File: config.mk
export PLATFORM = sky130hd
export DESIGN_NAME = memory_arbiter
export DESIGN_NICKNAME = d
export VERILOG_FILES = /design/src/design/stream_pkg.sv /design/src/design/memory_pkg.sv /design/src/design/memory_arbiter.sv
export SDC_FILE = /design/constraint.sdc
export NUM_CORES = 1
export LEC_CHECK = 0
export BUFFER_PORTS_ARGS = -buffer_cell sky130_fd_sc_hd__buf_2
export CORE_AREA = 2 2 114 116
export CTS_BUF_LIST = sky130_fd_sc_hd__clkbuf_8
export CTS_CLUSTER_DIAMETER = 100
export DETAILED_ROUTE_END_ITERATION = 8
export DIE_AREA = 0 0 116 118
export PLACE_DENSITY = 0.61
export RECOVER_POWER = 50
export SLEW_MARGIN = 20
export SYNTH_ARGS = -nofsm -noshare
export SYNTH_HDL_FRONTEND = slang
export SYNTH_SLANG_ARGS = --single-unit
File: constraint.sdc
create_clock -name clk -period 4.9 [get_ports clk]
set_input_delay 0.49 -clock clk [delete_from_list [all_inputs] [get_ports clk]]
set_output_delay 0.49 -clock clk [all_outputs]
set_load 0.02 [all_outputs]
File: src/design/stream_pkg.sv
`default_nettype none

// stream formats seen on the capture inputs and on the memory word side
package stream_pkg;

  // one input sample as delivered by a channel front end
  localparam int SAMPLE_WIDTH = 48;

  // one word of the shared sample memory
  localparam int WORD_WIDTH = 64;

  // a single sample beat travelling with its end of burst marker
  typedef struct packed {
    logic [SAMPLE_WIDTH-1:0] data;
    logic                    last;
  } sample_beat_t;

  // a memory word beat, used after the converter and on the readout stream
  typedef struct packed {
    logic [WORD_WIDTH-1:0] data;
    logic                  last;
  } word_beat_t;

endpackage

`default_nettype wire

File: src/design/memory_pkg.sv
`default_nettype none

// geometry of the shared sample memory and the request format of its one port
package memory_pkg;
  import stream_pkg::*;

  // each capture channel owns one region of the memory
  localparam int CHANNELS = 2;
  localparam int REGION_WORDS = 64;
  localparam int OFFSET_WIDTH = $clog2(REGION_WORDS);
  localparam int MEM_ADDR_WIDTH = $clog2(CHANNELS * REGION_WORDS);

  // writer n sits in slot SLOT_WRITER0 + n and the readout engine takes the slot after them
  localparam int NUM_REQUESTERS = CHANNELS + 1;
  localparam int SLOT_WRITER0 = 0;
  localparam int SLOT_READOUT = CHANNELS;

  typedef logic [$clog2(CHANNELS)-1:0] channel_t;

  // counts run from 0 up to a full region, so one bit wider than an offset
  typedef logic [OFFSET_WIDTH:0] word_count_t;

  // the region bit sits on top, so a region is a contiguous block of words
  typedef struct packed {
    channel_t                region;
    logic [OFFSET_WIDTH-1:0] offset;
  } mem_addr_t;

  // write data is ignored for a read
  typedef struct packed {
    logic                  write;
    mem_addr_t             addr;
    logic [WORD_WIDTH-1:0] wdata;
  } mem_req_t;

endpackage

`default_nettype wire

File: src/design/memory_arbiter.sv
`timescale 1ns/1ps
`default_nettype none

// round robin arbiter for the single sample memory port
// the grant is combinational so a granted requester is served in the same cycle
module memory_arbiter
  import memory_pkg::*;
(
  input  logic                                clk,
  input  logic                                reset,
  input  logic [NUM_REQUESTERS-1:0]           req_valid,
  input  mem_req_t [NUM_REQUESTERS-1:0]       req,
  output logic [NUM_REQUESTERS-1:0]           grant,
  output logic                                mem_en,
  output mem_req_t                            mem_req
);

  // slot granted most recently, which gets the lowest priority next time
  logic [$clog2(NUM_REQUESTERS)-1:0] last_ptr;
  logic [$clog2(NUM_REQUESTERS)-1:0] grant_idx;

  // scan from the slot after last_ptr and wrap around, first requester wins
  always_comb begin
    int slot;
    grant = '0;
    grant_idx = last_ptr;
    for (int i = 1; i <= NUM_REQUESTERS; i++) begin
      slot = int'(last_ptr) + i;
      if (slot >= NUM_REQUESTERS) begin
        slot = slot - NUM_REQUESTERS;
      end
      if (req_valid[slot] && grant == '0) begin
        grant[slot] = 1'b1;
        grant_idx = slot[$clog2(NUM_REQUESTERS)-1:0];
      end
    end
  end

  assign mem_en = |grant;
  // the request contents only matter while mem_en is high
  assign mem_req = req[grant_idx];

  always_ff @(posedge clk) begin
    if (reset) begin
      // start as if the top slot went last so slot 0 comes first
      last_ptr <= $clog2(NUM_REQUESTERS)'(NUM_REQUESTERS - 1);
    end else if (mem_en) begin
      last_ptr <= grant_idx;
    end
  end

endmodule

`default_nettype wire

==> results.ini <==
[timing]
maxSlewViolCount = 0
grt_setup_unrepaired = false
fin_crit_sh_pct = 92.91
final-setup-viol-count = 0
hold_viol = 0
relSlewSlack_pct = 52.17
skew_ps = 3.303
max_freq_ghz = 0.2196
finalCriticalPeriod_ps = 4553
setup_tns_ps = 0
tightest_slew_ps = 716.4
worst_slack_ps = 347.2

[synthesis]
yosysWarnings = 0
syn_nets = 651
avgSynthCellArea_um2 = 7.646
yosysSeqAreaShare_pct = 1.232
synth_edf_count = 0
async_reset_ff_share_pct = 0
syn_area_mm2 = 0.003249
ys_seq_elements = 2
ys_types = 40
netlist_instances = 425
synthFlopType = dfxtp_1

[clock_network]
cts.sinks = 2
post_cts_buffers = 0
cts_root_buf = clkbuf_8
insertion_delay_ps = 210
htreeDepth = 1
cts_buffer_depth = 2
cts_tree = built
cts_resized = 0
cts-hold-fix-buffers = 0
cts_buffers = 3
path_clk_slew_ps = 30

[worst_setup_path]
critPathLaunch = last_ptr[0]$_SDFFE_PP0P_
r2r_end = last_ptr[1]$_SDFFE_PP1P_
worstSetupEndpointType = output port
worst_r2r_startpoint = last_ptr[0]$_SDFFE_PP0P_
reg2regPathDepth = 9
crit_path_max_incr_delay_ps = 600
r2r_slack_ps = 1320
critPathKind = reg -> out
start_kind = register
required_ps = 4410
worstPathArrival_ps = 4060
path_max_fanout = 53
crit_chain = inv_1 > ha_1 > mux2i_1 > o21ai_1 > and2_0 > a31o_4 > clkbuf_4 > nand3_1 > o221ai_2 > clkbuf_1
crit_end = mem_req[28]
cp_slowest_cell = ha_1

[floorplanning]
num_rows = 41
die_h_um = 118
coreArea_mm2 = 0.01241
io_pins = 297
dieArea_mm2 = 0.01369
die_w_um = 116
start_util_pct = 26.17

[placed_design]
dp_hpwl_um = 9572
placed_area_mm2 = 0.004690
dp_slack_ps = 688.6
dpl.cell_count = 834
portBuffers = 296
gp_congestion = 0.8787

[layout]
mostFrequentLayoutCells = buf_2 (267), inv_1 (77), nand3_1 (75), o2111ai_1 (72), o221ai_2 (70)
mostFrequentLayoutCell = buf_2
drive_gt1_share_pct = 54.14
reg_top3 = last_ptr: 2 flops
final_cells = 837
regArea_um2 = 40.04
largest_reg_flops = 2
final_nets = 893
post-route-util_pct = 37.76
regMostFlops = last_ptr
design_area_mm2 = 0.004688
area.growth.synth_to_final_pct = 44.28
nFillCells = 1354
n_antenna_cell = 0
multi_input_area_mm2 = 0.002539

[global_routing]
grt_max_degree = 146
grt_overflow = 0
grt_pass1_vias = 4059
grt_pass1_wl_um = 19690
antenna_found_initial = 0
grt_usage_pct = 16.94

[detailed_routing]
dr.pass1.iters = 4
drt-total-wl_um = 12920
dr.max_layer_used = met4
wire_per_inst_um = 15.44
drc = 0
ant_nets = 0
dr_wl_met3_um = 965
drt_iter0_drc = 268
wl_met2_um = 6493
wl_met1_um = 5324
vias = 4401
viasPerCell = 5.258

[power_and_ir_drop]
p_leak_nw = 2.317
powerDensity_mw_per_mm2 = 1069
ir_drop_mv = 0.4657

[worst_hold_path]
hold_class = in -> reg

[outcome]
outcome = finished clean

[job]
cap_violations = 0

[Yosys cell counts (2+ instances only)]
library cell,number,area (um^2)
a21boi_0,2,15.01
buf_2,21,105.1
buf_4,19,142.6
buf_6,8,90.09
clkbuf_1,21,78.83
dfxtp_1,2,40.04
ha_1,5,62.56
inv_1,77,289.0
mux2_2,2,22.52
mux2i_1,2,20.02
nand2_1,6,22.52
nand3_1,75,375.4
nand4_1,2,12.51
nor2_1,8,30.03
nor2b_1,2,12.51
o2111ai_1,72,630.6
o21ai_0,6,30.03
o221ai_1,4,35.03
o221ai_2,70,1051
[worst max-delay path, delay by kind of cell, from the launching register on]
family	cells	cell delay, ps
buffers and inverters	3	980
AOI/OAI and AO/OA	3	1050
muxes	1	150
adders and majority gates	1	600
DFF	1	510
and+or+nand+nor	2	510
[worst min-delay path by stage]
stage	slack [ps]	to	cells after the start	startpoint
floorplan	560	last_ptr[0]$_SDFFE_PP0P_	1	reset
global placement	640	last_ptr[0]$_SDFFE_PP0P_	2	last_ptr[0]$_SDFFE_PP0P_
detailed placement	630	last_ptr[0]$_SDFFE_PP0P_	2	last_ptr[0]$_SDFFE_PP0P_
CTS	450	last_ptr[0]$_SDFFE_PP0P_	2	reset
global route	470	last_ptr[0]$_SDFFE_PP0P_	2	reset
finish	460	last_ptr[0]$_SDFFE_PP0P_	2	reset
[metrics by stage]
step                hold WS [ps]  total power, mW
finish                     457.0            5.012
global route               467.5            5.402
CTS                        450.1            5.142
detailed placement         632.7            5.061
global placement           635.9            5.078
floorplan                  562.1            3.918
[final cells by class]
| class | instances | area share (%) |
|---|---|---|
| Multi-Input combinational cell | 277 | 54.15 |
| Timing Repair Buffer | 306 | 33.36 |
| Inverter | 77 | 6.165 |
| Tap cell | 172 | 4.590 |
| Clock buffer | 3 | 0.8807 |
| Sequential cell | 2 | 0.8540 |
[cells by family (layout without fill, tap and decap cells)]
family,after synthesis,after routing,synth area share [%]
buf+inv,146,386,21.72
compound gates,168,168,58.22
flops,2,2,1.232
mux,4,4,1.309
xor+xnor,1,1,0.2696
fa+ha+maj,5,5,1.925
simple gates,99,99,15.33
[power breakdown]
part	switching, mW	total [mW]	internal [mW]
combinational	3.22	4.91	1.69
clock	0.0121	0.0640	0.0519
sequential	0.0111	0.0345	0.0233
total	3.25	5.01	1.76
[routing by layer]
metal | global-route usage [%] | vias to the layer above
li1 | - | 2195
met1 | 21.53 | 2001
met2 | 30.52 | 193
met3 | 2.214 | 12
met4 | 2.753 | 0
met5 | 0 | -
No activity file was read; power rests on OpenSTA's default activity.
