--- config.mk ---
export PLATFORM = sky130hd
export DESIGN_NAME = readout_engine
export DESIGN_NICKNAME = d
export VERILOG_FILES = /design/src/design/stream_pkg.sv /design/src/design/memory_pkg.sv /design/src/design/readout_engine.sv
export SDC_FILE = /design/constraint.sdc
export NUM_CORES = 1
export LEC_CHECK = 0
export ABC_AREA = 1
export BUFFER_PORTS_ARGS = -buffer_cell sky130_fd_sc_hd__buf_4
export CAP_MARGIN = 0
export CORE_UTILIZATION = 49
export CTS_BUF_LIST = sky130_fd_sc_hd__clkbuf_4
export CTS_CLUSTER_SIZE = 20
export DETAILED_ROUTE_END_ITERATION = 12
export PLACE_DENSITY_LB_ADDON = 0.15
export SLEW_MARGIN = 40
export SYNTH_ARGS = -nofsm -noshare
export SYNTH_HDL_FRONTEND = slang
export SYNTH_SLANG_ARGS = --single-unit
--- constraint.sdc ---
create_clock -name clk -period 5.4 [get_ports clk]
set_input_delay 1.08 -clock clk [delete_from_list [all_inputs] [get_ports clk]]
set_output_delay 1.08 -clock clk [all_outputs]
set_load 0.01 [all_outputs]
--- src/design/stream_pkg.sv ---
`default_nettype none

// stream formats seen on the capture inputs and on the memory word side
package stream_pkg;

  // one input sample as delivered by a channel front end
  localparam int SAMPLE_WIDTH = 48;

  // one word of the shared sample memory
  localparam int WORD_WIDTH = 64;

  // a single sample beat travelling with its end of burst marker
  typedef struct packed {
    logic [SAMPLE_WIDTH-1:0] data;
    logic                    last;
  } sample_beat_t;

  // a memory word beat, used after the converter and on the readout stream
  typedef struct packed {
    logic [WORD_WIDTH-1:0] data;
    logic                  last;
  } word_beat_t;

endpackage

`default_nettype wire

--- src/design/memory_pkg.sv ---
`default_nettype none

// geometry of the shared sample memory and the request format of its one port
package memory_pkg;
  import stream_pkg::*;

  // each capture channel owns one region of the memory
  localparam int CHANNELS = 2;
  localparam int REGION_WORDS = 64;
  localparam int OFFSET_WIDTH = $clog2(REGION_WORDS);
  localparam int MEM_ADDR_WIDTH = $clog2(CHANNELS * REGION_WORDS);

  // writer n sits in slot SLOT_WRITER0 + n and the readout engine takes the slot after them
  localparam int NUM_REQUESTERS = CHANNELS + 1;
  localparam int SLOT_WRITER0 = 0;
  localparam int SLOT_READOUT = CHANNELS;

  typedef logic [$clog2(CHANNELS)-1:0] channel_t;

  // counts run from 0 up to a full region, so one bit wider than an offset
  typedef logic [OFFSET_WIDTH:0] word_count_t;

  // the region bit sits on top, so a region is a contiguous block of words
  typedef struct packed {
    channel_t                region;
    logic [OFFSET_WIDTH-1:0] offset;
  } mem_addr_t;

  // write data is ignored for a read
  typedef struct packed {
    logic                  write;
    mem_addr_t             addr;
    logic [WORD_WIDTH-1:0] wdata;
  } mem_req_t;

endpackage

`default_nettype wire

--- src/design/readout_engine.sv ---
`timescale 1ns/1ps
`default_nettype none

// reads a run of words from one channel region and streams them out
// only one read is in flight at a time and the output is a single register
module readout_engine
  import stream_pkg::*;
  import memory_pkg::*;
(
  input  logic                  clk,
  input  logic                  reset,
  input  logic                  read_start,
  input  channel_t              read_channel,
  input  word_count_t           read_count,
  output logic                  req_valid,
  output mem_req_t              req,
  input  logic                  grant,
  input  logic [WORD_WIDTH-1:0] rdata,
  output word_beat_t            out_beat,
  output logic                  out_valid,
  input  logic                  out_ready,
  output logic                  read_busy
);

  channel_t    channel_r;
  word_count_t count_r;
  // index of the next word to read from the region
  word_count_t issue_idx;
  // a read was granted last cycle and its data is on rdata now
  logic        pending;
  logic        pending_last;
  logic        issue;

  // a read goes out only when its data will find the output register free
  assign req_valid = read_busy & (issue_idx < count_r) & ~pending & (~out_valid | out_ready);
  assign issue = req_valid & grant;

  always_comb begin
    req.write = 1'b0;
    req.addr.region = channel_r;
    req.addr.offset = issue_idx[OFFSET_WIDTH-1:0];
    req.wdata = '0;
  end

  always_ff @(posedge clk) begin
    if (reset) begin
      read_busy <= 1'b0;
      pending <= 1'b0;
      out_valid <= 1'b0;
      issue_idx <= '0;
    end else begin
      // a start pulse while busy, or with nothing to read, does nothing
      if (read_start && !read_busy && read_count != '0) begin
        read_busy <= 1'b1;
        issue_idx <= '0;
      end else if (issue) begin
        issue_idx <= issue_idx + 1'b1;
      end
      pending <= issue;
      if (pending) begin
        out_valid <= 1'b1;
      end else if (out_ready) begin
        out_valid <= 1'b0;
      end
      // the run ends once the beat carrying last has been taken
      if (out_valid && out_ready && out_beat.last) begin
        read_busy <= 1'b0;
      end
    end
  end

  always_ff @(posedge clk) begin
    if (read_start && !read_busy) begin
      channel_r <= read_channel;
      count_r <= read_count;
    end
    if (issue) begin
      pending_last <= issue_idx == count_r - word_count_t'(1);
    end
    if (pending) begin
      out_beat.data <= rdata;
      out_beat.last <= pending_last;
    end
  end

endmodule

`default_nettype wire

==> impl_metrics.tcl <==
set metrics [dict create \
    fmax_ghz 0.335 \
    status "complete, no violations" \
    synth-compound-area-share 0.0158 \
    clk_latency_ps 450 \
    crit-reg2reg-launch "issue_idx[2]" \
    r2r_cells 8 \
    final_nets 529 \
    clock-sinks 84 \
    cts_tree "yes" \
    core_um2 7290 \
    avgSynthCellArea_um2 12.9 \
    final.setup.tns_ps 0 \
    final-seq-area_um2 2420 \
    synthAdderAreaFrac 0.0303 \
    cpLargestDelayFamily "flip-flops" \
    ys_top_cells_by_area "edfxtp_1, buf_4, dfxtp_1" \
    final_area_um2 4810 \
    ys_ff_latch 84 \
    synth-simple-area-share 0.107 \
    required_ps 4320 \
    synth_top_family_by_area "buffers and inverters" \
    synth_most_common_cell "edfxtp_1" \
    p_per_area_nw_per_um2 253 \
    hold_slack_ps 427 \
    synth_common_cells "edfxtp_1, buf_4, nand2_1, inv_1, nor2_1" \
    die_height_um 89.1 \
    cts_setup_buffers 0 \
    gp_congestion 0.754 \
    num_rows 31 \
    clk_pin_slew_ps 150 \
    diodes 0 \
    post-place-cells 531 \
    finalCriticalPeriod_ps 2980 \
    synth.distinct_cells 29 \
    crit_slowest_cell "dfxtp_1" \
    fin_crit_sh 0.552 \
    fillers 579 \
    die_area_um2 7940 \
    worstHoldStart "pending_last" \
    netlist_area_um2 3720 \
    synth_edf_count 74 \
    cellLeakagePower_uw 0.00216 \
    dp_slack_ps 2550 \
    grt_pass1_wl_mm 9.78 \
    drv_cap 0 \
    worst_slack_ps 2420 \
    synth_ff_type "edfxtp_1" \
    grt_pass1_vias 1986 \
    remaining_drc_errors 0 \
    finalClockSkew_ps 24.6 \
    rsz0062_at_grt "false" \
    area.growth.synth_to_final_pct 29.4 \
    multiInputGateArea_um2 892 \
    tightest_slew_ps 784 \
    instances_no_fill 547 \
    place_area_um2 4670 \
    path_buf_inv 2 \
    post_drt_wl_per_cell_um 13.2 \
    via_per_inst 4.30 \
    cp.depth 9 \
    critPathKind "reg2out" \
    grt_usage 0.171 \
    drt_iter0_drc 59 \
    yosys_warnings 0 \
    crit_path_frequent_cell "nand2_1" \
    die_x_um 89.1 \
    peakVddDrop_mv 0.138 \
    grt_max_degree 66 \
    initial_utilization 0.510 \
    ctsResizeCount 0 \
    postCtsHoldBufs 0 \
    yosys-mux-area-fraction 0 \
    critical-path-max-stage-delay_ps 540 \
    hold-path-cell-count 0 \
    synth.top_cell.area_share 0.598 \
    cp_max_fo 9 \
    startpoint_type "register" \
    numCtsBuffers 9 \
    dr.pass1.iters 4 \
    yosysTopAreaCell "edfxtp_1" \
    crit_chain "ha_1, nor2_1, nor2_1, nand2_1, nand2_1, nand2_2, nand2_1, inv_1, buf_4" \
    synth_seq_area_share 0.652 \
    drive_above_1_share 0.411 \
    ys_async_sr_fraction 0 \
    hold_class "reg2reg" \
    setup_viol 0 \
    gr-total-overflow 0 \
    slew_violations 0 \
    hold_viol_final 0 \
    antenna_found_initial 0 \
    vias 2353 \
    r2r-end "pending_last" \
    ios 217 \
    dp.final_hpwl_mm 5.71 \
    wl_mm 7.21 \
    ant_nets 0 \
    synth_cells 289 \
    r2r_slack_ps 3670 \
    synth_xor_area_frac 0.0212 \
    maxSlewHeadroom 0.478 \
    end_kind "primary output" \
    whs_endpoint "out_beat[0]" \
    cts_root_buffer "clkbuf_4" \
    cts_buffer_depth 2 \
    htree_levels 3 \
    numPortBuffers 151 \
    arrival_ps 1900 \
]
[per-stage QoR]
stage,power (uW),utilization
floorplan,847,-
global placement,880,0.641
detailed placement,883,0.641
CTS,1230,0.660
global route,1270,0.660
finish,1220,0.660
[registers in the layout, summed over array words and instances (netlist names)]
name	count
count_r	7
out_beat	65
read_busy	1
out_valid	1
pending_last	1
pending	1
issue_idx	7
channel_r	1
[final cells by class]
cell class | instances | share of cell area
tap | 99 | 0.0257
multi-input combinational | 172 | 0.185
inverter | 24 | 0.0190
sequential | 84 | 0.504
timing repair buffer | 152 | 0.237
clock buffer | 9 | 0.0140
clock inverter | 7 | 0.0148
[worst max path at each step]
stage | startpoint | end
3_3_place_gp | out_ready | req_valid
6_report | issue_idx[2] | req_valid
4_1_cts | count_r[6] | req_valid
5_1_grt | issue_idx[2] | req_valid
3_5_place_dp | out_ready | req_valid
2_1_floorplan | pending | req_valid
[layout by cell type (no fill, tap or decap), drive strengths merged, types with 5 or more instances in the layout]
cell type  instances
dfxtp             10
a21oi              5
ha                 9
inv               26
edfxtp            74
nor2              25
nand4              7
nand3              7
xor2               6
buf              152
clkbuf             9
nand2             34
conb              65
[per-layer routing]
| layer | up-vias | track usage | routed length [um] |
|---|---|---|---|
| li1 | 1142 | - | - |
| met1 | 1085 | 0.194 | 2640 |
| met2 | 112 | 0.299 | 3890 |
| met3 | 14 | 0.0536 | 559 |
| met4 | 0 | 0.0750 | 114 |
| met5 | - | 0 | 0 |
[where the power goes]
part	total (uW)	internal, uW	switching [uW]
combinational	133	63.0	70.3
clock	350	107	243
sequential	734	727	7.75
[logic make-up (layout without fill, tap and decap cells)]
logic type	count (synthesis)	in the layout
xor+xnor	9	9
simple gates	81	81
fa+ha+maj	9	9
buf+inv	97	192
other cells	1	65
flops	84	84
compound gates	8	8
Power figures use the tool's default switching activity.
