===== config.mk =====
export PLATFORM = sky130hd
export DESIGN_NAME = axis_width_converter
export DESIGN_NICKNAME = d
export VERILOG_FILES = /design/src/design/axis_width_converter.sv
export SDC_FILE = /design/constraint.sdc
export NUM_CORES = 1
export LEC_CHECK = 0
export ABC_AREA = 1
export BUFFER_PORTS_ARGS = -buffer_cell sky130_fd_sc_hd__buf_2
export CORE_UTILIZATION = 49
export DETAILED_ROUTE_END_ITERATION = 8
export GPL_TIMING_DRIVEN = 0
export PLACE_DENSITY = 0.7
export SKIP_LAST_GASP = 1
export SLEW_MARGIN = 20
export SYNTH_ARGS = -nofsm -noshare
export SYNTH_HDL_FRONTEND = slang
export SYNTH_SLANG_ARGS = --single-unit

===== constraint.sdc =====
create_clock -name clk -period 5.25 [get_ports clk]
set_input_delay 0.525 -clock clk [delete_from_list [all_inputs] [get_ports clk]]
set_output_delay 0.525 -clock clk [all_outputs]
set_load 0.02 [all_outputs]

===== src/design/axis_width_converter.sv =====
`timescale 1ns/1ps
`default_nettype none

// stream width converter made of an upsizer followed by a downsizer
// the input width is first multiplied up to a common multiple of both widths
// and that wide word is then cut into output sized slices
// the upsizer can take a beat every cycle while its output drains, so the input
// rate is bounded by how quickly the downsizer empties its register
// when the downsizer holds several slices the input has to stall now and then
module axis_width_converter #(
  parameter int DWIDTH_IN = 48,
  parameter int DWIDTH_OUT = 64
) (
  input  logic                  clk,
  input  logic                  reset,
  input  logic [DWIDTH_IN-1:0]  in_data,
  input  logic                  in_last,
  input  logic                  in_valid,
  output logic                  in_ready,
  output logic [DWIDTH_OUT-1:0] out_data,
  output logic                  out_last,
  output logic                  out_valid,
  input  logic                  out_ready
);

  // euclid's algorithm, evaluated at elaboration time
  function automatic int gcd(input int a, input int b);
    int t;
    while (b != 0) begin
      t = b;
      b = a % b;
      a = t;
    end
    return a;
  endfunction

  localparam int IN_OUT_GCD = gcd(DWIDTH_IN, DWIDTH_OUT);
  localparam int DOWN = DWIDTH_IN / IN_OUT_GCD;
  localparam int UP = DWIDTH_OUT / IN_OUT_GCD;
  localparam int MID_WIDTH = DWIDTH_IN * UP;

  // wide intermediate stream between the two halves
  logic [MID_WIDTH-1:0] mid_data;
  logic                 mid_last;
  logic                 mid_valid;
  logic                 mid_ready;

  generate
    if (UP > 1) begin : g_up
      axis_upsizer #(
        .DWIDTH(DWIDTH_IN),
        .UP(UP)
      ) up_i (
        .clk,
        .reset,
        .in_data,
        .in_last,
        .in_valid,
        .in_ready,
        .out_data(mid_data),
        .out_last(mid_last),
        .out_valid(mid_valid),
        .out_ready(mid_ready)
      );
    end else begin : g_up_reg
      // no packing needed, a single register stage keeps the timing the same shape
      always_ff @(posedge clk) begin
        if (reset) begin
          mid_valid <= 1'b0;
        end else if (in_ready) begin
          mid_valid <= in_valid;
        end
      end
      always_ff @(posedge clk) begin
        if (in_ready) begin
          mid_data <= in_data;
          mid_last <= in_last;
        end
      end
      assign in_ready = mid_ready | ~mid_valid;
    end

    if (DOWN > 1) begin : g_down
      axis_downsizer #(
        .DWIDTH(MID_WIDTH),
        .DOWN(DOWN)
      ) down_i (
        .clk,
        .reset,
        .in_data(mid_data),
        .in_last(mid_last),
        .in_valid(mid_valid),
        .in_ready(mid_ready),
        .out_data,
        .out_last,
        .out_valid,
        .out_ready
      );
    end else begin : g_down_reg
      always_ff @(posedge clk) begin
        if (reset) begin
          out_valid <= 1'b0;
        end else if (mid_ready) begin
          out_valid <= mid_valid;
        end
      end
      always_ff @(posedge clk) begin
        if (mid_ready) begin
          out_data <= mid_data;
          out_last <= mid_last;
        end
      end
      assign mid_ready = out_ready | ~out_valid;
    end
  endgenerate

endmodule

// breaks each wide input beat into DOWN narrower beats, lowest slice first
module axis_downsizer #(
  parameter int DWIDTH = 192,
  parameter int DOWN = 3
) (
  input  logic                     clk,
  input  logic                     reset,
  input  logic [DWIDTH-1:0]        in_data,
  input  logic                     in_last,
  input  logic                     in_valid,
  output logic                     in_ready,
  output logic [DWIDTH/DOWN-1:0]   out_data,
  output logic                     out_last,
  output logic                     out_valid,
  input  logic                     out_ready
);

  localparam int DWIDTH_OUT = DWIDTH / DOWN;

  logic [DOWN-1:0][DWIDTH_OUT-1:0] data_reg;
  logic                            valid_reg;
  logic                            last_reg;
  logic [$clog2(DOWN)-1:0]         counter;
  logic                            read_final;
  logic                            rollover;

  assign read_final = counter == $clog2(DOWN)'(DOWN - 1);
  assign rollover = read_final & out_ready;

  // a new wide word is taken once the final slice leaves
  // or at any time while the output holds nothing, so ready never waits on valid
  assign in_ready = rollover | ~out_valid;

  assign out_data = data_reg[counter];
  assign out_valid = valid_reg;
  // last belongs only to the final slice of a wide word
  assign out_last = last_reg & read_final;

  always_ff @(posedge clk) begin
    if (reset) begin
      counter <= '0;
      valid_reg <= 1'b0;
      last_reg <= 1'b0;
    end else begin
      if (in_ready) begin
        valid_reg <= in_valid;
        last_reg <= in_last;
      end
      if (out_valid && out_ready) begin
        if (read_final) begin
          counter <= '0;
        end else begin
          counter <= counter + 1'b1;
        end
      end
    end
  end

  always_ff @(posedge clk) begin
    if (in_ready) begin
      data_reg <= in_data;
    end
  end

endmodule

// packs UP narrow input beats into one wide beat, first beat in the lowest lane
module axis_upsizer #(
  parameter int DWIDTH = 48,
  parameter int UP = 4
) (
  input  logic                  clk,
  input  logic                  reset,
  input  logic [DWIDTH-1:0]     in_data,
  input  logic                  in_last,
  input  logic                  in_valid,
  output logic                  in_ready,
  output logic [DWIDTH*UP-1:0]  out_data,
  output logic                  out_last,
  output logic                  out_valid,
  input  logic                  out_ready
);

  logic [UP-1:0][DWIDTH-1:0] data_reg;
  logic [$clog2(UP)-1:0]     counter;
  logic                      in_ok;
  logic                      write_final;

  assign in_ok = in_valid & in_ready;

  // the wide word closes when every lane is filled or when last arrives early
  // lanes above a short final group still carry the previous group's samples
  assign write_final = ((counter == $clog2(UP)'(UP - 1)) | in_last) & in_ok;

  // keep accepting while the output is empty or being taken this cycle
  assign in_ready = out_ready | ~out_valid;
  assign out_data = data_reg;

  always_ff @(posedge clk) begin
    if (reset) begin
      counter <= '0;
      data_reg <= '0;
      out_valid <= 1'b0;
      out_last <= 1'b0;
    end else begin
      if (in_ready) begin
        out_valid <= write_final;
        out_last <= in_last;
      end
      if (in_ok) begin
        data_reg[counter] <= in_data;
        if (write_final) begin
          counter <= '0;
        end else begin
          counter <= counter + 1'b1;
        end
      end
    end
  end

endmodule

`default_nettype wire


==> Implementation_results.wiki <==
{| class="wikitable"
! Metric !! Value
|-
| Outcome || complete, no violations
|-
| Placed cell count || 2597
|-
| R2R cell count || 6
|-
| Top routing layer in use || met4
|-
| Hold Startpoint || reset
|-
| GR Overflow Total || 0
|-
| Slew margin rel. || 40.7%
|-
| Critical R2R Launch || g_up.up_i.counter[0]
|-
| Iteration count of the initial detailed-routing pass || 6
|-
| Drt wl/cell || 19.3 um
|-
| Via density per instance || 5.21
|-
| Worst Setup Path Type || flip-flop to primary output
|-
| Clock power share || 40.0%
|-
| Wire length of the first global-routing pass || 76500 um
|-
| Total negative slack || 0 ns
|-
| Initial cell density of the core || 49.9%
|-
| Ratio of total power to cell area || 378 mW/mm^2
|-
| Inserted Clock Buffers || 40
|-
| Path category of the worst min-delay check || primary input to flip-flop
|-
| R2r endpoint || g_up.up_i.out_data[75]
|-
| Area of the core || 0.0335 mm^2
|-
| CP endpoint kind || primary output
|-
| Number of global-route vias before repair || 12900
|-
| Post-layout net count || 2248
|-
| Number of flip-flops and latches in the synthesized netlist || 392
|-
| Maximum number of pins on one net before global-route repair || 94
|-
| Leakage || 0.00924 uW
|-
| CTS tree || yes
|-
| Die outline width || 187 um
|-
| Synth cell types || 19
|-
| Most frequent standard cell in the layout excluding fill and tap cells || sky130_fd_sc_hd__nand2_1
|-
| Clock net sink count || 392
|-
| Mean instance size in the synthesized netlist || 8.25 um^2
|-
| Required time at the endpoint of the critical path || 4.72 ns
|-
| DRC viols || 0
|-
| Final clock period utilization by the worst path || 61.7%
|-
| Top area cells in the synthesized netlist || sky130_fd_sc_hd__edfxtp_1, sky130_fd_sc_hd__dfxtp_1, sky130_fd_sc_hd__nand2_1
|-
| Cell type contributing the most total cell area after synthesis || sky130_fd_sc_hd__edfxtp_1
|-
| End of the worst hold path || g_up.up_i.out_last
|-
| Area growth syn-to-layout || 15.4%
|-
| Switch Pwr || 1890 uW
|-
| Share of the yosys chip area belonging to registers || 58.4%
|-
| Total power of the final layout || 7310 uW
|-
| Violation count after the first detailed-route iteration || 1546
|-
| Filler Cell Count || 3043
|-
| Worst Setup Slack, final || 2.01 ns
|-
| Number of primary I/O pins || 120
|-
| Clock transition at the registers of the reported paths || 0.07 ns
|-
| Fraction of layout cells with a size suffix above 1 || 11.3%
|-
| Vert. Die Dim || 187 um
|-
| Proportion of power drawn by flip-flops and latches || 48.5%
|-
| Final core utilization || 57.6%
|-
| Number of core rows || 67
|-
| Unrepaired setup endpoints after global routing || false
|-
| Arrival time of the worst setup path || 2.72 ns
|-
| Count of buffers from port buffering || 118
|-
| Top cell type's share of synthesized area || 34.4%
|-
| Portion of total power attributed to combinational logic || 11.5%
|-
| Met2 routed wirelength || 22400 um
|-
| CTS root buffer || sky130_fd_sc_hd__clkbuf_16
|-
| Worst clock skew on the final layout || 0.0221 ns
|-
| Hold depth || 2
|-
| # setup viols final || 0
|-
| FF-to-FF setup slack || 3.05 ns
|-
| Routability congestion estimate || 0.964
|-
| Synthesized cell area || 0.0167 mm^2
|-
| Vias after detailed routing || 13900
|-
| Routed WL || 51600 um
|-
| Max frequency || 309 MHz
|-
| Worst setup timing slack at the placement stage || 2.69 ns
|-
| Number of nets in the synthesized netlist || 2086
|-
| Highest net fanout along the worst path || 10
|-
| Number of cells produced by synthesis || 2029
|-
| Placed wire-length estimate after detailed placement || 36500 um
|-
| Tightest Pin Transition || 0.890 ns
|-
| Sequential cell area || 0.00977 mm^2
|-
| Post-route minimum period || 3.24 ns
|-
| Most frequent cells in the layout || sky130_fd_sc_hd__nand2_1, sky130_fd_sc_hd__inv_1, sky130_fd_sc_hd__nor2_1
|-
| Total global-route track usage || 29.5%
|-
| Met1 layer wirelength in the final routing || 20800 um
|-
| Post-CTS sizing || 0
|-
| Post-route ant nets || 0
|-
| Internal power || 5420 uW
|-
| Clock network latency to the later pin of the worst-skew pair || 0.54 ns
|-
| Final Hold Fails || 0
|-
| Max-Cap Viols || 0
|-
| Number of buffers between clock root and the deepest sink || 3
|-
| Die outline area || 0.0349 mm^2
|-
| H-tree level count || 2
|-
| Yosys warns || 0
|-
| Pins Over Slew Limit || 0
|-
| Area used by multi-input combinational logic || 0.00473 mm^2
|-
| Switching share of total power || 25.8%
|-
| Startpoint Class || flip-flop
|-
| Number of antenna violations at the first check in global routing || 0
|-
| ANT cells || 0
|-
| Met3 routed WL || 5310 um
|-
| Hold_buf cts || 0
|-
| Maximum ir drop on the vdd rail || 0.248 mV
|-
| Number of buffers inserted by post-CTS setup repair || 0
|-
| Non-filler cells in the finished layout || 2671
|}
-- kinds of logic after synthesis --
kind of cell,count (synthesis),share of synthesized area [%]
adder cells (fa/ha/maj),4,0.299
AND/OR/NAND/NOR,1048,27.5
flip-flops,392,58.4
AO/OA/AOI/OAI,10,0.314
buffers and inverters,575,13.5
-- metrics by stage --
stage / area, um^2 / hold slack [ns]
global route: 19300 / 0.240
finish: 19300 / 0.241
CTS: 19300 / 0.218
detailed placement: 18000 / 0.413
floorplan: 16700 / 0.408
global placement: 17900 / 0.410
-- power by group through the flow --
stage / Sequential (uW) / Combinational, uW / Clock, uW
floorplan: 3580 / 524 / 0
global placement: 3620 / 798 / 0
detailed placement: 3610 / 817 / 0
CTS: 3550 / 824 / 2950
global route: 3570 / 910 / 3080
finish: 3550 / 837 / 2920
-- how the worst max path moves through the flow --
| stage | from | end | slack, ns | cells after the start |
|---|---|---|---|---|
| final | g_down.down_i.counter[1] | out_data[6] | 2.01 | 6 |
| after global routing | g_down.down_i.counter[1] | out_data[10] | 2.01 | 6 |
| after CTS | g_down.down_i.counter[1] | out_data[44] | 2.12 | 6 |
| after detailed placement | g_down.down_i.counter[1] | out_data[44] | 2.69 | 6 |
| after global placement | out_ready | g_down.down_i.last_reg | 0.15 | 6 |
| after floorplan | out_ready | g_down.down_i.last_reg | 1.56 | 5 |
-- synthesized netlist by cell type (all sizes together) --
master and number:
dfxtp 200, a211oi 1, nand4 192, buf 82, a21oi 5, o21ai 4
clkbuf 49, or2 1, nand2 519, edfxtp 192, nand3 135, inv 444
nor2 201, ha 4
-- worst max-delay path, stage by stage (launching register included) --
cell and delay, ns:
sky130_fd_sc_hd__dfxtp_1 0.33, sky130_fd_sc_hd__inv_1 0.18, sky130_fd_sc_hd__clkbuf_1 0.65, sky130_fd_sc_hd__clkbuf_1 0.50, sky130_fd_sc_hd__nand3_1 0.15, sky130_fd_sc_hd__nand3_1 0.18, sky130_fd_sc_hd__buf_2 0.19
-- layer usage --
layer | up-vias | global-route usage, %
met3 | 161 | 6.90
met2 | 696 | 45.1
met4 | 0 | 16.0
met1 | 6430 | 39.0
li1 | 6638 | -
met5 | - | 0
-- final cells by class --
type / instances / share of cell area [%]
sequential: 392 / 50.6
clock inverter: 20 / 1.06
inverter: 444 / 8.63
multi-input combinational: 1062 / 24.5
clock buffer: 54 / 5.94
tap: 448 / 2.90
timing repair buffer: 120 / 3.34
buffer: 131 / 3.04
Power figures use the tool's default switching activity.
