### src/design/stream_pkg.sv
`default_nettype none

// stream formats seen on the capture inputs and on the memory word side
package stream_pkg;

  // one input sample as delivered by a channel front end
  localparam int SAMPLE_WIDTH = 48;

  // one word of the shared sample memory
  localparam int WORD_WIDTH = 64;

  // a single sample beat travelling with its end of burst marker
  typedef struct packed {
    logic [SAMPLE_WIDTH-1:0] data;
    logic                    last;
  } sample_beat_t;

  // a memory word beat, used after the converter and on the readout stream
  typedef struct packed {
    logic [WORD_WIDTH-1:0] data;
    logic                  last;
  } word_beat_t;

endpackage

`default_nettype wire

### src/design/memory_pkg.sv
`default_nettype none

// geometry of the shared sample memory and the request format of its one port
package memory_pkg;
  import stream_pkg::*;

  // each capture channel owns one region of the memory
  localparam int CHANNELS = 2;
  localparam int REGION_WORDS = 64;
  localparam int OFFSET_WIDTH = $clog2(REGION_WORDS);
  localparam int MEM_ADDR_WIDTH = $clog2(CHANNELS * REGION_WORDS);

  // writer n sits in slot SLOT_WRITER0 + n and the readout engine takes the slot after them
  localparam int NUM_REQUESTERS = CHANNELS + 1;
  localparam int SLOT_WRITER0 = 0;
  localparam int SLOT_READOUT = CHANNELS;

  typedef logic [$clog2(CHANNELS)-1:0] channel_t;

  // counts run from 0 up to a full region, so one bit wider than an offset
  typedef logic [OFFSET_WIDTH:0] word_count_t;

  // the region bit sits on top, so a region is a contiguous block of words
  typedef struct packed {
    channel_t                region;
    logic [OFFSET_WIDTH-1:0] offset;
  } mem_addr_t;

  // write data is ignored for a read
  typedef struct packed {
    logic                  write;
    mem_addr_t             addr;
    logic [WORD_WIDTH-1:0] wdata;
  } mem_req_t;

endpackage

`default_nettype wire

### src/design/capture_writer.sv
`timescale 1ns/1ps
`default_nettype none

// stores one channel's word stream at consecutive offsets of that channel's region
// each word asks the arbiter for the memory port and is written in the granted cycle
module capture_writer
  import stream_pkg::*;
  import memory_pkg::*;
(
  input  logic        clk,
  input  logic        reset,
  input  channel_t    channel,
  input  logic        arm,
  input  word_beat_t  word,
  input  logic        word_valid,
  output logic        word_ready,
  output logic        req_valid,
  output mem_req_t    req,
  input  logic        grant,
  output logic        capture_done,
  output word_count_t word_count
);

  logic armed;
  logic room_left;
  logic transfer;

  // the count doubles as the offset of the next word, so a full region stops requests
  assign room_left = word_count < word_count_t'(REGION_WORDS);

  // only a word that is really there may ask for the port
  assign req_valid = armed & ~capture_done & room_left & word_valid;

  // back-pressure comes straight from the arbiter
  assign word_ready = grant;
  assign transfer = word_valid & word_ready;

  always_comb begin
    req.write = 1'b1;
    req.addr.region = channel;
    req.addr.offset = word_count[OFFSET_WIDTH-1:0];
    req.wdata = word.data;
  end

  always_ff @(posedge clk) begin
    if (reset) begin
      armed <= 1'b0;
      capture_done <= 1'b0;
      word_count <= '0;
    end else if (arm) begin
      // arm wins over a transfer in the same cycle and restarts at offset 0
      armed <= 1'b1;
      capture_done <= 1'b0;
      word_count <= '0;
    end else if (transfer) begin
      word_count <= word_count + 1'b1;
      // the last word ends the capture until the next arm pulse
      if (word.last) begin
        armed <= 1'b0;
        capture_done <= 1'b1;
      end
    end
  end

endmodule

`default_nettype wire

### config.mk
export PLATFORM = sky130hd
export DESIGN_NAME = capture_writer
export DESIGN_NICKNAME = d
export VERILOG_FILES = /design/src/design/stream_pkg.sv /design/src/design/memory_pkg.sv /design/src/design/capture_writer.sv
export SDC_FILE = /design/constraint.sdc
export NUM_CORES = 1
export LEC_CHECK = 0
export BUFFER_PORTS_ARGS = -buffer_cell sky130_fd_sc_hd__buf_2
export CAP_MARGIN = 20
export CORE_MARGIN = 4
export CORE_UTILIZATION = 25
export CTS_BUF_LIST = sky130_fd_sc_hd__clkbuf_16
export DETAILED_ROUTE_END_ITERATION = 12
export GPL_ROUTABILITY_DRIVEN = 0
export PLACE_DENSITY = 0.82
export SETUP_SLACK_MARGIN = 0.5
export SLEW_MARGIN = 10
export SYNTH_ARGS = -nofsm -noshare
export SYNTH_HDL_FRONTEND = slang
export SYNTH_SLANG_ARGS = --single-unit
### constraint.sdc
create_clock -name clk -period 1.3 [get_ports clk]
set_clock_uncertainty 0.2 [all_clocks]
set_input_delay 0.065 -clock clk [delete_from_list [all_inputs] [get_ports clk]]
set_output_delay 0.065 -clock clk [all_outputs]
set_load 0.01 [all_outputs]
==> impl_metrics.json, run 1 <==
{
  "synthCells": 120,
  "ff2ff_path_depth": 5,
  "cts_inserted_buffers": 3,
  "startpoint_type": "register",
  "port_buffers": 21,
  "start_util_pct": 26.9,
  "synthArstFlopShare_pct": 0,
  "grt_pass1_vias": 552,
  "drt-initial-drc-count": 19,
  "insertion_delay_ns": 0.23,
  "critPathMaxFanout": 4,
  "cp_top_family": "flip-flops",
  "drv_slew": 0,
  "cts.sinks": 9,
  "synth_flop_cell": "dfxtp_1",
  "grt_use_total_pct": 7.17,
  "dieHeight_um": 69.1,
  "setup_viol": 0,
  "htree_levels": 1,
  "critical_path.max_stage_delay_ns": 0.36,
  "cts_root_buf": "clkbuf_16",
  "r2r_slack_ns": 0.01,
  "grt_max_degree": 9,
  "hold_viol": 74,
  "antenna_found_initial": 0,
  "cp-end-kind": "register",
  "path_clk_slew_ns": 0.04,
  "synthDistinctLibCells": 16,
  "antenna_cells": 0,
  "io_pins": 153,
  "syn_nets": 192,
  "fin_ws_ns": 0.0131,
  "drtAntennaViolNets": 0,
  "fin_cells": 128,
  "path_buf_inv": 2,
  "detailedPlace.worstSlack_ns": -0.00556,
  "synth_most_common_cell": "buf_4",
  "timing.final.crit_share_pct": 99.0,
  "ys_seq_elements": 9,
  "crit_required_ns": 1.26,
  "drt-vias-per-instance": 4.23,
  "avgSynthCellArea_sq_um": 7.78,
  "holdWs_ns": -0.195,
  "timing.rr.end": "word_count[3]$_SDFFE_PP0P_",
  "outcome": "complete, but fails checks",
  "die_w_um": 69.1,
  "avgRoutedWirePerCell_um": 14.0,
  "area_delta_synth_final_pct": -5.23,
  "nNetsFinal": 155,
  "worst-path-stages": 5,
  "critPathArrivalTime_ns": 1.25,
  "cts_tree": "built",
  "hp-class": "in -> reg",
  "worstSetupPathType": "reg -> reg",
  "std_cell_rows": 21,
  "crit_start": "word_count[1]$_SDFFE_PP0P_",
  "synth_edf_count": 0,
  "violations": "hold timing",
  "num_vias": 541,
  "final_area_sq_um": 885,
  "core_region_area_sq_mm": 0.00347,
  "drt_first_pass_iters": 4,
  "power.total_mw": 0.870,
  "netlist_top_cells_area": "buf_4, dfxtp_1, a21oi_1",
  "final_core_util_pct": 25.5,
  "fillers": 379,
  "die-area_sq_mm": 0.00478,
  "min_period_ns": 1.29,
  "grt_first_pass_wirelength_um": 2730,
  "yosys_warnings": 0,
  "yosysTopAreaCell": "buf_4",
  "place.detailed.hpwl_um": 1310,
  "fmax_mhz": 777,
  "drt-total-wl_um": 1790,
  "dpl.cell_count": 114,
  "drive_gt1_share_pct": 62.2,
  "drv_cap": 0,
  "cp-endpoint": "word_count[3]$_SDFFE_PP0P_",
  "post-route-drc-count": 0,
  "p_leak_nw": 0.359,
  "vdd_drop_max_mv": 0.353,
  "ys_seq_area_share_pct": 19.3,
  "grt_overflow_total": 0,
  "timing.rr.start": "word_count[1]$_SDFFE_PP0P_",
  "post_dp_cell_area_sq_um": 603,
  "synth_top_area_share_pct": 58.7,
  "rsz0062_at_grt": "yes",
  "syn_area_sq_um": 933,
  "clk_path_buf_depth": 2,
  "tns_ns": 0,
  "holdPathStages": 2,
  "slowest_stage": "dfxtp_4",
  "power-per-cell-area_mw_per_mm2": 983,
  "ys_top_cells_by_count": "buf_4, dfxtp_1, a21oi_1",
  "path_cells": "buf_4 -> buf_6 -> nand2_2 -> or3_1 -> a21oi_1"
}
flip-flops by register name, summed over array words and instances, names as in the netlist:
register      count
capture_done      1
word_count        7
armed             1
layer usage:
metal / up-vias / wire [um] / track usage [%]
met4: 0 / 204 / 8.46
met1: 230 / 483 / 5.13
li1: 232 / - / -
met3: 37 / 306 / 5.52
met2: 42 / 797 / 10.9
met5: - / 0 / 0
worst min path at each step:
stage | slack (ns) | start | end
after floorplan | -0.06 | reset | armed$_SDFFE_PP0P_
after global placement | -0.07 | word[1] | req[0]
after detailed placement | -0.07 | word[1] | req[0]
after CTS | -0.19 | reset | armed$_SDFFE_PP0P_
after global routing | -0.18 | reset | armed$_SDFFE_PP0P_
final | -0.20 | reset | armed$_SDFFE_PP0P_
cell type report:
cell class / instances / area (sq um) / share of cell area (%)
Multi-Input combinational cell: 35 / 238 / 26.9
Tap cell: 46 / 57.6 / 6.51
Sequential cell: 9 / 208 / 23.5
Inverter: 2 / 7.51 / 0.849
Clock buffer: 3 / 75.1 / 8.49
Timing Repair Buffer: 32 / 295 / 33.4
Clock inverter: 1 / 3.75 / 0.424
cell families after synthesis:
family,share of synthesized area [%]
buf+inv,59.9
simple gates,11.3
compound gates,5.90
flops,19.3
xor+xnor,1.88
fa+ha+maj,1.34
other cells,0.402
power by group:
part | switching, mW | leakage (nW) | total (mW) | internal [mW]
registers | 0.00429 | 0.0787 | 0.274 | 0.269
logic | 0.0311 | 0.238 | 0.0591 | 0.0280
clock network | 0.135 | 0.0423 | 0.537 | 0.402
cell usage in the layout, fill, tap and decap left out, drive strengths merged:
| cell | Yosys | layout |
|---|---|---|
| ha | 1 | 1 |
| clkbuf | 1 | 3 |
| xor2 | 2 | 2 |
| nor3 | 1 | 1 |
| inv | 2 | 3 |
| nand3 | 6 | 6 |
| nand4 | 1 | 1 |
| or2 | 1 | 1 |
| dfxtp | 9 | 9 |
| o21ai | 4 | 4 |
| conb | 1 | 1 |
| nor2 | 3 | 3 |
| nand2 | 4 | 4 |
| or3 | 4 | 4 |
| a21oi | 7 | 7 |
| buf | 73 | 32 |
what timing repair did:
item | 4_1_cts | 5_1_grt
hold endpoints to repair | 74 | 69
setup endpoints to repair | 22 | 24
buffers inserted | 6 | 4
pin swaps | 3 | 4
resized for setup | 15 | 12
(Power assumes the default switching activity.)
==> run 2, diff against run 1 <==
- ABC_AREA: default -> 1
- CORE_UTILIZATION: 25 -> 26
- PLACE_DENSITY: 0.82 -> 0.83
==> run 2 against run 1 <==
The flow still finishes with violations (hold timing). Fmax increased by 3.7%. Clock power is 0.7% higher. Sequential cell count is the same. Critical path type unchanged. Wire length grew 16%. Via count increased by 12%. Sequential power about the same. Largest cell class unchanged. Cell area rose by 14%. Non-clock buffer count grew 5. Global-route usage rose by 0.95 points. Synthesized cell count up 15%. Die area grew 1.9%.
==> impl_metrics.json, run 2 <==
{
  "tns_ns": 0,
  "holdPathStages": 2,
  "startpoint_type": "register",
  "port_buffers": 21,
  "die-area_sq_mm": 0.00487,
  "cp_common_cell": "nand2_1",
  "antenna_found_initial": 0,
  "fmax_mhz": 806,
  "top_regs": "word_count x7, armed x1, capture_done x1",
  "yosys.area_share.adder_pct": 1.26,
  "cts.sinks": 9,
  "cp-end-kind": "register",
  "path_cells": "ha_4 -> inv_2 -> nor2_4 -> buf_6 -> nand2_1 -> nand2_1 -> a21oi_2",
  "drv_slew": 0,
  "dieHeight_um": 69.8,
  "hp-class": "in -> reg",
  "synthMuxAreaShare_pct": 0,
  "grt_util_met1_pct": 6.22,
  "rsz0062_at_grt": "yes",
  "yosys_warnings": 0,
  "synthDistinctLibCells": 16,
  "cts_root_buf": "clkbuf_16",
  "ys_seq_elements": 9,
  "start_util_pct": 27.1,
  "grt_first_pass_wirelength_um": 2980,
  "ys_seq_area_share_pct": 18.2,
  "synth_most_common_cell": "buf_4",
  "mostFrequentLayoutCell": "buf_6",
  "synthCells": 138,
  "holdWs_ns": -0.205,
  "worstSetupPathType": "reg -> reg",
  "die_w_um": 69.8,
  "cp_top_family": "flip-flops",
  "ys_top_cells_by_count": "buf_4, inv_1, nand2_1",
  "grt_pass1_vias": 598,
  "area_delta_synth_final_pct": 2.02,
  "met3_usage_pct": 4.64,
  "power-per-cell-area_mw_per_mm2": 880,
  "synth_top_family_by_area": "buffers and inverters",
  "io_pins": 153,
  "drt-initial-drc-count": 32,
  "p_leak_nw": 0.473,
  "antenna_cells": 0,
  "setup_viol": 0,
  "synthArstFlopShare_pct": 0,
  "drive_gt1_share_pct": 63.2,
  "drt_first_pass_iters": 4,
  "post-route-drc-count": 0,
  "drt-vias-per-instance": 3.95,
  "outcome": "complete, but fails checks",
  "path_clk_slew_ns": 0.04,
  "path_buf_inv": 2,
  "hold_viol": 67,
  "timing.rr.end": "word_count[2]$_SDFFE_PP0P_",
  "min_from": "reset",
  "cts_tree": "built",
  "grt_max_degree": 9,
  "drv_cap": 0,
  "synth_compound_area_share_pct": 3.78,
  "syn_area_sq_um": 992,
  "grt_use_met2_pct": 12.3,
  "synth_edf_count": 0,
  "layout_common_cells": "buf_6, nand2_1, inv_1",
  "avgSynthCellArea_sq_um": 7.19,
  "timing.rr.start": "word_count[1]$_SDFFE_PP0P_",
  "num_vias": 608,
  "vdd_drop_max_mv": 0.460,
  "crit_required_ns": 1.23,
  "core_region_area_sq_mm": 0.00366,
  "regMostFlops": "word_count",
  "critPathArrivalTime_ns": 1.17,
  "syn_nets": 210,
  "yosysTopAreaCell": "buf_4",
  "hold_end": "armed$_SDFFE_PP0P_",
  "std_cell_rows": 22,
  "violations": "hold timing",
  "insertion_delay_ns": 0.23,
  "grt_overflow_total": 0,
  "synth_top_area_share_pct": 55.2,
  "grt.busiest_layer": "met2",
  "min_period_ns": 1.24,
  "synth-xor-area-share_pct": 0,
  "critical_path.max_stage_delay_ns": 0.36,
  "timing.final.crit_share_pct": 95.5,
  "critPathMaxFanout": 4,
  "clk_path_buf_depth": 2,
  "drtAntennaViolNets": 0,
  "grt_use_total_pct": 8.12,
  "netlist_top_cells_area": "buf_4, dfxtp_1, inv_1",
  "slowest_stage": "dfxtp_4",
  "avgRoutedWirePerCell_um": 13.5,
  "htree_levels": 1,
  "synth_flop_cell": "dfxtp_1",
  "nNetsFinal": 179,
  "r2r_slack_ns": 0.06,
  "place.detailed.hpwl_um": 1490,
  "drt-total-wl_um": 2070,
  "largest_reg_flops": 7,
  "ff2ff_path_depth": 7,
  "synth-simple-area-share_pct": 15.9,
  "cts_inserted_buffers": 3
}
run 2: final cells by class:
type                    count  area (sq um)
inverters                  14          55.1
clock inverters             1          3.75
well taps                  48          60.1
multi-input cells          42           270
fillers                   391          2650
clock buffers               3          75.1
repair buffers             37           339
flip-flops and latches      9           209
run 2: worst max-delay path by stage:
stage	slack (ns)	to	from	cells after the start
finish	0.06	word_count[2]$_SDFFE_PP0P_	word_count[1]$_SDFFE_PP0P_	7
global route	0.02	word_count[4]$_SDFFE_PP0P_	word_count[1]$_SDFFE_PP0P_	7
CTS	0.08	req_valid	word_count[6]$_SDFFE_PP0P_	2
detailed placement	0.13	word_count[6]$_SDFFE_PP0P_	word_count[0]$_SDFFE_PP0P_	7
global placement	0.15	word_count[6]$_SDFFE_PP0P_	word_count[0]$_SDFFE_PP0P_	6
floorplan	0.16	word_count[6]$_SDFFE_PP0P_	word_count[0]$_SDFFE_PP0P_	6
run 2: per-layer routing:
metal  share of wire [%]  vias to the layer above
met3                  13                       28
met1                  32                      261
met2                  45                       38
met5                   0                        -
met4                 8.9                        0
li1                    -                      281
run 2: timing repair:
item	CTS	global route
pin swaps	7	6
endpoints found under the hold margin	67	67
setup endpoints to repair	22	24
buffers inserted	5	10
resized for setup	34	13
run 2: report_power, final:
group	internal, mW	leakage, nW	switching [mW]	total, mW
clock network	0.402	0.0423	0.138	0.541
logic	0.0368	0.351	0.0382	0.0750
registers	0.270	0.0793	0.00455	0.275
run 2: logic make-up (layout without fill, tap and decap cells):
family / count (synthesis) / in the layout
AO/OA/AOI/OAI: 7 / 7
buffers and inverters: 87 / 55
AND/OR/NAND/NOR: 33 / 33
flip-flops: 9 / 9
adder cells (fa/ha/maj): 1 / 1
other: 1 / 1
run 2: through the flow:
step	power, mW	area (sq um)	setup WS, ns	std cells	util [%]
3_5_place_dp	0.342	643	0.132	135	17.6
4_1_cts	0.897	897	0.0786	144	24.5
3_3_place_gp	0.342	643	0.151	135	17.6
5_1_grt	0.932	1010	0.0219	154	27.6
6_report	0.890	1010	0.0588	154	27.6
2_1_floorplan	0.528	1020	0.158	138	-
